==> config.mk <==
export PLATFORM = sky130hd
export DESIGN_NAME = vector_lane
export DESIGN_NICKNAME = d
export VERILOG_FILES = /design/src/common/lane_pkg.sv /design/src/common/vrf_wr_if.sv /design/src/design/read_prep.sv /design/src/design/vector_lane.sv /design/src/design/vrf/vrf_bank.sv /design/src/design/write_back.sv
export SDC_FILE = /design/constraint.sdc
export NUM_CORES = 2
export LEC_CHECK = 0
export BUFFER_PORTS_ARGS = -buffer_cell sky130_fd_sc_hd__buf_2
export CAP_MARGIN = 10
export CORE_MARGIN = 1.5
export CORE_UTILIZATION = 45
export DETAILED_ROUTE_END_ITERATION = 8
export PLACE_DENSITY_LB_ADDON = 0.15
export SYNTH_ARGS = -nofsm -noshare
export SYNTH_HDL_FRONTEND = slang
export SYNTH_SLANG_ARGS = --single-unit
export TNS_END_PERCENT = 5
==> constraint.sdc <==
create_clock -name clk_i -period 3.4 [get_ports clk_i]
set_input_delay 0.68 -clock clk_i [delete_from_list [all_inputs] [get_ports clk_i]]
set_output_delay 0.68 -clock clk_i [all_outputs]
set_load 0.1 [all_outputs]
==> src/common/lane_pkg.sv <==
`default_nettype none

package lane_pkg;

   ////////////////////////////////////////
   // Sizes
   ////////////////////////////////////////
   localparam int VRF_DEPTH = 64;
   localparam int MAX_VL    = 32;
   // Write-back register stages before commit
   localparam int WB_DELAY  = 2;

   // Data and addressing
   typedef logic [31:0]                    word_t;
   typedef logic [$clog2(VRF_DEPTH)-1:0]   vaddr_t;
   typedef logic [3:0]                     bwen_t;
   typedef logic [1:0]                     el_sel_t;
   typedef logic [$clog2(MAX_VL)-1:0]      el_idx_t;
   typedef logic [5:0]                     alu_op_t;

   // Element width codes, code 3 is reserved
   typedef logic [1:0] sew_t;
   localparam sew_t SEW_8  = 2'd0;
   localparam sew_t SEW_16 = 2'd1;
   localparam sew_t SEW_32 = 2'd2;

   // Write data source
   typedef logic wr_src_t;
   localparam wr_src_t WR_SRC_ALU  = 1'b0;
   localparam wr_src_t WR_SRC_LOAD = 1'b1;

endpackage

`default_nettype wire

==> src/common/vrf_wr_if.sv <==
`default_nettype none

interface vrf_wr_if;
   import lane_pkg::*;

   // One VRF write port, bytes with a set enable are written
   logic   wen;
   vaddr_t waddr;
   word_t  wdata;
   bwen_t  bwen;

   // Write-back side drives the port
   modport wb (
      output wen,
      output waddr,
      output wdata,
      output bwen
   );

   // Register file side
   modport rf (
      input wen,
      input waddr,
      input wdata,
      input bwen
   );

endinterface

`default_nettype wire

==> src/design/read_prep.sv <==
`default_nettype none

module read_prep (
   input  wire logic               clk_i,
   input  wire logic               rst_i,
   input  wire logic               rd_valid_i,
   input  wire lane_pkg::sew_t     sew_i,
   input  wire lane_pkg::el_sel_t  el_sel_a_i,
   input  wire lane_pkg::el_sel_t  el_sel_b_i,
   input  wire lane_pkg::alu_op_t  op_i,
   input  wire lane_pkg::word_t    rdata_a_i,
   input  wire lane_pkg::word_t    rdata_b_i,
   output lane_pkg::word_t         vs1_o,
   output lane_pkg::word_t         vs2_o,
   output lane_pkg::sew_t          sew_o,
   output lane_pkg::alu_op_t       op_o,
   output logic                    vld_o
);
   import lane_pkg::*;

   // Control aligned with RAM output
   logic    vld_q;
   sew_t    sew_q;
   el_sel_t sel_a_q;
   el_sel_t sel_b_q;
   alu_op_t op_q;

   // Zero-extended element at the selector
   function automatic word_t extract(input word_t data, input el_sel_t sel, input sew_t sew);
      word_t res;
      case (sew)
         SEW_8:   res = {24'd0, data[{sel, 3'b000} +: 8]};
         SEW_16:  res = {16'd0, data[{sel[0], 4'b0000} +: 16]};
         SEW_32:  res = data;
         default: res = '0;
      endcase
      return res;
   endfunction

   ////////////////////////////////////////
   // Stage 1 and operand stage
   ////////////////////////////////////////
   always_ff @(posedge clk_i) begin
      if (!rst_i) begin
         vld_q   <= 1'b0;
         sew_q   <= SEW_8;
         sel_a_q <= '0;
         sel_b_q <= '0;
         op_q    <= '0;
         vld_o   <= 1'b0;
         sew_o   <= SEW_8;
         op_o    <= '0;
         vs1_o   <= '0;
         vs2_o   <= '0;
      end else begin
         vld_q   <= rd_valid_i;
         sew_q   <= sew_i;
         sel_a_q <= el_sel_a_i;
         sel_b_q <= el_sel_b_i;
         op_q    <= op_i;
         vld_o   <= vld_q;
         sew_o   <= sew_q;
         op_o    <= op_q;
         vs1_o   <= extract(rdata_a_i, sel_a_q, sew_q);
         vs2_o   <= extract(rdata_b_i, sel_b_q, sew_q);
      end
   end

endmodule

`default_nettype wire

==> src/design/vector_lane.sv <==
`default_nettype none

module vector_lane (
   input  wire logic               clk_i,
   input  wire logic               rst_i,
   // Read issue
   input  wire lane_pkg::sew_t     vsew_i,
   input  wire logic               rd_valid_i,
   input  wire lane_pkg::vaddr_t   rd_addr_a_i,
   input  wire lane_pkg::vaddr_t   rd_addr_b_i,
   input  wire lane_pkg::el_sel_t  el_sel_a_i,
   input  wire lane_pkg::el_sel_t  el_sel_b_i,
   input  wire lane_pkg::alu_op_t  alu_op_i,
   // Write issue
   input  wire logic               wr_valid_i,
   input  wire lane_pkg::vaddr_t   wr_addr_i,
   input  wire lane_pkg::bwen_t    wr_bwen_i,
   input  wire lane_pkg::wr_src_t  wr_src_i,
   input  wire logic               wr_vm_i,
   input  wire logic               wr_mask_en_i,
   input  wire lane_pkg::el_idx_t  wr_el_i,
   input  wire lane_pkg::word_t    load_data_i,
   // ALU result side
   input  wire logic               alu_vld_i,
   input  wire lane_pkg::word_t    alu_res_i,
   input  wire logic               alu_mask_i,
   // ALU operand side
   output lane_pkg::word_t         vs1_o,
   output lane_pkg::word_t         vs2_o,
   output lane_pkg::alu_op_t       alu_op_o,
   output lane_pkg::sew_t          alu_sew_o,
   output logic                    alu_vld_o
);
   import lane_pkg::*;

   word_t rdata_a;
   word_t rdata_b;

   vrf_wr_if wr_bus ();

   vrf_bank u_vrf (
      .clk_i     (clk_i),
      .rst_i     (rst_i),
      .raddr_a_i (rd_addr_a_i),
      .raddr_b_i (rd_addr_b_i),
      .rdata_a_o (rdata_a),
      .rdata_b_o (rdata_b),
      .wr        (wr_bus)
   );

   read_prep u_read_prep (
      .clk_i      (clk_i),
      .rst_i      (rst_i),
      .rd_valid_i (rd_valid_i),
      .sew_i      (vsew_i),
      .el_sel_a_i (el_sel_a_i),
      .el_sel_b_i (el_sel_b_i),
      .op_i       (alu_op_i),
      .rdata_a_i  (rdata_a),
      .rdata_b_i  (rdata_b),
      .vs1_o      (vs1_o),
      .vs2_o      (vs2_o),
      .sew_o      (alu_sew_o),
      .op_o       (alu_op_o),
      .vld_o      (alu_vld_o)
   );

   write_back u_write_back (
      .clk_i       (clk_i),
      .rst_i       (rst_i),
      .wr_valid_i  (wr_valid_i),
      .vm_i        (wr_vm_i),
      .mask_en_i   (wr_mask_en_i),
      .alu_vld_i   (alu_vld_i),
      .alu_mask_i  (alu_mask_i),
      .addr_i      (wr_addr_i),
      .bwen_i      (wr_bwen_i),
      .src_i       (wr_src_i),
      .el_i        (wr_el_i),
      .alu_res_i   (alu_res_i),
      .load_data_i (load_data_i),
      .wr          (wr_bus)
   );

endmodule

`default_nettype wire

==> src/design/vrf/vrf_bank.sv <==
`default_nettype none

module vrf_bank (
   input  wire logic              clk_i,
   input  wire logic              rst_i,
   input  wire lane_pkg::vaddr_t  raddr_a_i,
   input  wire lane_pkg::vaddr_t  raddr_b_i,
   output lane_pkg::word_t        rdata_a_o,
   output lane_pkg::word_t        rdata_b_o,
   vrf_wr_if.rf                   wr
);
   import lane_pkg::*;

   word_t mem [VRF_DEPTH];

   ////////////////////////////////////////
   // Write port
   ////////////////////////////////////////
   // Byte lanes written independently
   always_ff @(posedge clk_i) begin
      if (wr.wen) begin
         for (int b = 0; b < 4; b++) begin
            if (wr.bwen[b]) begin
               mem[wr.waddr][b*8 +: 8] <= wr.wdata[b*8 +: 8];
            end
         end
      end
   end

   ////////////////////////////////////////
   // Read ports
   ////////////////////////////////////////
   // Registered reads, always enabled
   // Same-cycle write to the read address gives old data
   always_ff @(posedge clk_i) begin
      if (!rst_i) begin
         rdata_a_o <= '0;
         rdata_b_o <= '0;
      end else begin
         rdata_a_o <= mem[raddr_a_i];
         rdata_b_o <= mem[raddr_b_i];
      end
   end

endmodule

`default_nettype wire

==> src/design/write_back.sv <==
`default_nettype none

module write_back (
   input  wire logic               clk_i,
   input  wire logic               rst_i,
   input  wire logic               wr_valid_i,
   input  wire logic               vm_i,
   input  wire logic               mask_en_i,
   input  wire logic               alu_vld_i,
   input  wire logic               alu_mask_i,
   input  wire lane_pkg::vaddr_t   addr_i,
   input  wire lane_pkg::bwen_t    bwen_i,
   input  wire lane_pkg::wr_src_t  src_i,
   input  wire lane_pkg::el_idx_t  el_i,
   input  wire lane_pkg::word_t    alu_res_i,
   input  wire lane_pkg::word_t    load_data_i,
   vrf_wr_if.wb                    wr
);
   import lane_pkg::*;

   localparam int LAST = WB_DELAY - 1;

   word_t wdata_sel;
   logic  live;

   // Control chain
   logic [WB_DELAY-1:0] live_q;
   logic [WB_DELAY-1:0] vm_q;
   logic [WB_DELAY-1:0] mask_en_q;

   // Payload chain
   vaddr_t              addr_q  [WB_DELAY];
   word_t               data_q  [WB_DELAY];
   bwen_t               bwen_q  [WB_DELAY];
   el_idx_t             el_q    [WB_DELAY];
   logic [WB_DELAY-1:0] mbit_q;

   // One mask bit per element
   logic [MAX_VL-1:0] vmrf_q;
   logic              mask_bit;

   ////////////////////////////////////////
   // Source select
   ////////////////////////////////////////
   assign wdata_sel = (src_i == WR_SRC_ALU) ? alu_res_i : load_data_i;
   // ALU writes need a valid ALU result
   assign live = wr_valid_i & ((src_i == WR_SRC_LOAD) | alu_vld_i);

   ////////////////////////////////////////
   // Delay chain
   ////////////////////////////////////////
   always_ff @(posedge clk_i) begin
      if (!rst_i) begin
         live_q    <= '0;
         vm_q      <= '0;
         mask_en_q <= '0;
      end else begin
         live_q    <= {live_q[WB_DELAY-2:0], live};
         vm_q      <= {vm_q[WB_DELAY-2:0], vm_i};
         mask_en_q <= {mask_en_q[WB_DELAY-2:0], mask_en_i};
      end
   end

   always_ff @(posedge clk_i) begin
      addr_q[0] <= addr_i;
      data_q[0] <= wdata_sel;
      bwen_q[0] <= bwen_i;
      el_q[0]   <= el_i;
      mbit_q    <= {mbit_q[WB_DELAY-2:0], alu_mask_i};
      for (int i = 1; i < WB_DELAY; i++) begin
         addr_q[i] <= addr_q[i-1];
         data_q[i] <= data_q[i-1];
         bwen_q[i] <= bwen_q[i-1];
         el_q[i]   <= el_q[i-1];
      end
   end

   ////////////////////////////////////////
   // Commit
   ////////////////////////////////////////
   // Mask bit before this cycle's mask write
   assign mask_bit = vmrf_q[el_q[LAST]];

   assign wr.wen   = live_q[LAST];
   assign wr.waddr = addr_q[LAST];
   assign wr.wdata = data_q[LAST];
   assign wr.bwen  = vm_q[LAST] ? (bwen_q[LAST] & {4{mask_bit}}) : bwen_q[LAST];

   always_ff @(posedge clk_i) begin
      if (!rst_i) begin
         vmrf_q <= '0;
      end else if (live_q[LAST] && mask_en_q[LAST]) begin
         vmrf_q[el_q[LAST]] <= mbit_q[LAST];
      end
   end

endmodule

`default_nettype wire

Word level (Yosys, flattened, before mapping)
Memory sizes are Yosys's and may differ from the RTL's. A register that Yosys moved wholly into a read port is not among the register bits.
Cells that the tools add are included.
W data, S select, Z words.
{"block": "word_totals", "regBits": 126, "latchBits": 0, "mem_bits_rw": 2142, "rom_bits": 0, "in_bits": 112, "output_inout_bits": 73, "word_cells": 57, "n_memories": 5}
{"block": "classes", "n_addsub": 0, "n_mul": 0, "div": 0, "n_lt_le_gt_ge": 2, "eq_ne": 2, "shifts": 4, "mux": 21, "n_bitwise": 3, "n_reduce_logical": 5}
{"memory": "u_vrf.mem", "depth": 64, "word_bits": 32, "rd": 2, "rd_ports_with_merged_regs": 2, "write_ports": 1, "line": "vrf_bank.sv:14", "rtl": "word_t mem [VRF_DEPTH];"}
{"memory": "u_write_back.data_q", "depth": 2, "word_bits": 32, "rd": 2, "rd_ports_with_merged_regs": 0, "write_ports": 2, "line": "write_back.sv:33", "rtl": "word_t data_q [WB_DELAY];"}
{"memory": "u_write_back.addr_q", "depth": 2, "word_bits": 6, "rd": 2, "rd_ports_with_merged_regs": 0, "write_ports": 2, "line": "write_back.sv:32", "rtl": "vaddr_t addr_q [WB_DELAY];"}
{"memory": "u_write_back.el_q", "depth": 2, "word_bits": 5, "rd": 2, "rd_ports_with_merged_regs": 0, "write_ports": 2, "line": "write_back.sv:35", "rtl": "el_idx_t el_q [WB_DELAY];"}
{"memory": "u_write_back.bwen_q", "depth": 2, "word_bits": 4, "rd": 2, "rd_ports_with_merged_regs": 0, "write_ports": 2, "line": "write_back.sv:34", "rtl": "bwen_t bwen_q [WB_DELAY];"}
{"operator": "$pmux W32 S3", "n": 2}
{"operator": "$shiftx A32 B6 Y16", "n": 2}
{"operator": "$shiftx A32 B6 Y8", "n": 2}
{"operator": "$bwmux W32", "n": 1}
{"operator": "$mux W32", "n": 1}
{"operator": "$mux W1", "n": 14}
{"operator": "$lt A5 B6 Y1 const B", "n": 1}
{"operator": "$bmux W1 S5", "n": 1}
{"operator": "$demux W1 S5", "n": 1}
{"operator": "$ge A5 B1 Y1 const B", "n": 1}
{"operator": "$and A4 B4 Y4", "n": 1}
{"operator": "$mux W4", "n": 1}
{"operator": "$eq A2 B1 Y1 const B", "n": 1}
{"operator": "$eq A2 B2 Y1 const B", "n": 1}
{"operator": "$logic_and A1 B1 Y1", "n": 2}
{"operator": "$logic_not A1 Y1", "n": 2}
{"operator": "$logic_not A2 Y1", "n": 1}
{"operator": "$and A1 B1 Y1", "n": 1}
{"operator": "$or A1 B1 Y1", "n": 1}

Logic depth before layout (Yosys ltp)
An unclocked memory read counts as a cell.
{"block": "depth", "ltp_word": 8, "ltp_mapped": 10, "mapped_depth_nobuf": 5}

Modules after synthesis
A second synthesis with hierarchy kept.
{"block": "hier_totals", "hier_cells": 5696, "area_unflattened_um2": 105513.7}
{"module": "vrf_bank", "n_inst": 1, "cells_per_inst": 4961, "area_each_um2": 97473.5, "seq_area_each_um2": 62780.2}
{"module": "write_back", "n_inst": 1, "cells_per_inst": 396, "area_each_um2": 4543.1, "seq_area_each_um2": 2682.6}
{"module": "read_prep", "n_inst": 1, "cells_per_inst": 339, "area_each_um2": 3497.1, "seq_area_each_um2": 1721.7}

Worst setup path after synthesis
Ideal clock, no wire load.
{"block": "synth_path", "path_kind": "register to register", "from": "memory u_write_back.el_q[0][8] in the netlist's numbering", "to": "memory u_vrf.mem[10][0] in the netlist's numbering (enable)", "setup_ns": 0.395, "t_arrival_ns": 2.470, "t_required_ns": 3.005, "path_slack_ns": 0.535, "stages_incl_launch_ff": 9, "n_path_buf": 3, "period_less_slack_ns": 2.865, "cell_sequence": "dfxtp_1 > clkbuf_1 > nor3b_1 > a22oi_1 > o2111ai_1 > a21oi_2 > buf_2 > buf_2 > nor4_1"}
{"item": "from (decl)", "line": "write_back.sv:35"}
{"item": "to (decl)", "line": "vrf_bank.sv:14"}

==> results_dict.tcl <==
set metrics [dict create \
    yosys.area.top_type_share 0.581 \
    drt_iter0_drc 9515 \
    multi_input_area_um2 37400 \
    grt_max_degree 65 \
    timing.slew.headroom 0.145 \
    hold_class "input port to flip-flop" \
    synthArstFlopShare 0 \
    critPathLaunchType "flip-flop" \
    yosys.area.top_type "edfxtp_1" \
    boundaryPins 185 \
    syn-instance-count 5462 \
    final_common_cell "edfxtp_1" \
    dp_hpwl_mm 265 \
    firstDrtPassIters 7 \
    status "complete, no violations" \
    grt_pass1_vias 62800 \
    crit_slowest_cell "nor4_2" \
    yosys_warnings 0 \
    postRouteAntennaNets 0 \
    synthTopCellsByArea "edfxtp_1 58%, mux4_2 24%, dfxtp_1 5.4%" \
    max_cap_viol_count 0 \
    final_cell_mix "2,048 x edfxtp_1, 1,135 x mux4_2, 660 x buf_4" \
    grt-ovfl-total 0 \
    vias_per_cell 6.67 \
    clk_pin_slew_ns 0.06 \
    antenna_found_initial 17 \
    path_buf_inv 2 \
    period_share 0.960 \
    r2r_cells 7 \
    drv_slew 0 \
    yosysSeqAreaShare 0.635 \
    die_x_um 488 \
    hold_depth 2 \
    skew_ns 0.0622 \
    cpPeakStageDelay_ns 1.00 \
    synth_compound_area_frac 0.0235 \
    clk_latency_ns 0.92 \
    synth_edf_count 2048 \
    htreeDepth 4 \
    syn_nets 5574 \
    synth_top_family_by_area "multiplexers" \
    clockBufferDepth 3 \
    cp_top_family "simple AND/OR/NAND/NOR gates" \
    seq_area_um2 67200 \
    crit_chain "mux4_2 -> mux2i_1 -> o2111ai_1 -> a21oi_4 -> buf_12 -> buf_4 -> nor4_2" \
    postCtsSetupBuffers 0 \
    grt_pass1_wl_mm 517 \
    syn-cell-area_um2 106000 \
    muxShareOfSynthArea 0.282 \
    p_per_area_nw_per_um2 523 \
    synthFlopType "edfxtp_1" \
    start_util 0.454 \
    max_slew.worst_pin.slew_ns 1.28 \
    layout_min_cycle_time_ns 3.26 \
    gp_congestion 0.967 \
    worstPathRequired_ns 3.89 \
    num_vias 64300 \
    cts.sinks 2332 \
    clock.fmax_ghz 0.306 \
    drc 0 \
    synthXorXnorAreaFrac 0 \
    min_to "u_write_back.data_q[0][30]" \
    setup-violations-final 0 \
    ys_ff_latch 2332 \
    layout.nets 6388 \
    r2r-end "u_vrf.mem[3][14]" \
    wl_mm 375 \
    finalInstanceArea_um2 126000 \
    place_area_um2 116000 \
    cp_max_fo 21 \
    nFillCells 18100 \
    hold_viol 0 \
    synthToLayoutAreaGrowth_pct 18.8 \
    cts_tree "built" \
    coreArea_um2 233000 \
    io_buffer_count 184 \
    timing.setup.tns_ns 0 \
    rsz0062_at_grt "yes" \
    cts_buffers 240 \
    ir_drop_mv 0.515 \
    r2r_start "u_write_back.el_q[0][6]" \
    die_y_um 488 \
    yosys.area_share.adder 0 \
    reg2reg_slack_ns 0.14 \
    grt_use_total 0.316 \
    p_leak_nw 41.3 \
    setup.worst_path.class "flip-flop to flip-flop" \
    drive_gt1_frac 0.436 \
    wl_per_cell_um 38.9 \
    hold_path_startpoint "alu_res_i[30]" \
    cp-end-kind "flip-flop" \
    critical_path_arrival_ns 3.75 \
    synthDistinctLibCells 60 \
    die_area_um2 238000 \
    crit_cells 7 \
    synthSimpleGateAreaFrac 0.0365 \
    rows 177 \
    cts_root_buffer "clkbuf_16" \
    syn_avg_cell_area_um2 19.4 \
]
flip-flops by register name, summed over array words and instances, names as in the netlist, 12 cells and up:
register and count:
u_read_prep.vs1_o 32, u_read_prep.vs2_o 32, u_vrf.mem 2048, u_vrf.rdata_a_o 32, u_vrf.rdata_b_o 32, u_write_back.addr_q 12
u_write_back.data_q 64, u_write_back.vmrf_q 32
worst max path at each step:
stage,from,endpoint,slack [ns]
2_1_floorplan,u_write_back.el_q[0][8],u_vrf.mem[10][0],0.54
3_3_place_gp,u_write_back.el_q[0][6],u_vrf.mem[46][13],-0.01
3_5_place_dp,u_write_back.el_q[0][5],u_vrf.mem[55][21],-0.05
4_1_cts,u_write_back.el_q[0][6],u_vrf.mem[54][22],-0.002
5_1_grt,u_write_back.el_q[0][6],u_vrf.mem[2][9],-0.07
6_report,u_write_back.el_q[0][6],u_vrf.mem[3][14],0.14
cells in the mapped netlist (all sizes together) (16+ instances only):
library cell and instances:
nand3 30, mux4 1135, a211oi 28, a22oi 54
o22ai 29, and2 70, o21ai 46, nand2 157
o211ai 18, buf 300, dfxtp 284, nor2 67
nor3 165, mux2 94, nor4 112, nand2b 16
edfxtp 2048, nor2b 79, a21oi 70, mux2i 321
a31oi 22, clkbuf 169
metal layers:
metal / up-vias / track usage / wire length (µm)
met5: - / 0 / 66
met3: 749 / 0.0930 / 42900
li1: 25000 / - / -
met4: 8 / 0.139 / 18400
met2: 4086 / 0.462 / 166000
met1: 34400 / 0.439 / 147000
logic make-up (layout without fill, tap and decap cells):
logic type,count (synthesis),count (layout)
flops,2332,2332
mux,1550,1550
simple gates,740,740
buf+inv,477,1504
compound gates,363,363
other cells,0,17
layout make-up:
cell class | count | area share
flip-flops and latches | 2332 | 0.535
multi-input cells | 2653 | 0.298
repair buffers | 1041 | 0.0701
clock buffers | 297 | 0.0524
well taps | 3132 | 0.0312
clock inverters | 158 | 0.0132
diodes | 17 | 0.000338
inverters | 8 | 0.000328
through the flow:
| stage | power [W] | instances | hold WS (ns) | setup WS (ns) | util |
|---|---|---|---|---|---|
| after floorplan | 0.0358 | 5462 | 0.310 | 0.535 | - |
| after global placement | 0.0386 | 9045 | 0.310 | -0.0140 | 0.498 |
| after detailed placement | 0.0387 | 9056 | 0.312 | -0.0503 | 0.499 |
| after CTS | 0.0659 | 9606 | 0.00923 | -0.00218 | 0.538 |
| after global routing | 0.0673 | 9624 | 0.0532 | -0.0698 | 0.539 |
| final | 0.0658 | 9638 | 0.0582 | 0.136 | 0.539 |
worst register-to-register path, cell delays in order, from the launching register on:
cell,delay (ns)
dfxtp_1,0.56
mux4_2,0.27
mux2i_1,0.07
o2111ai_1,0.32
a21oi_4,0.15
buf_12,0.22
buf_4,0.27
nor4_2,1.00
report_power, final:
part | internal (W) | switching, W | total, W | leakage, nW
Sequential | 0.0315 | 0.000720 | 0.0323 | 20.8
Clock | 0.0157 | 0.0118 | 0.0275 | 4.03
Combinational | 0.00242 | 0.00357 | 0.00600 | 16.5
what timing repair did:
item	in CTS	in global routing
hold buffers	95	0
hold endpoints to repair	63	0
cloned	0	0
gates resized for setup	3	4
setup endpoints to repair	17	36
Note: power is estimated with default switching activity, not from simulation.
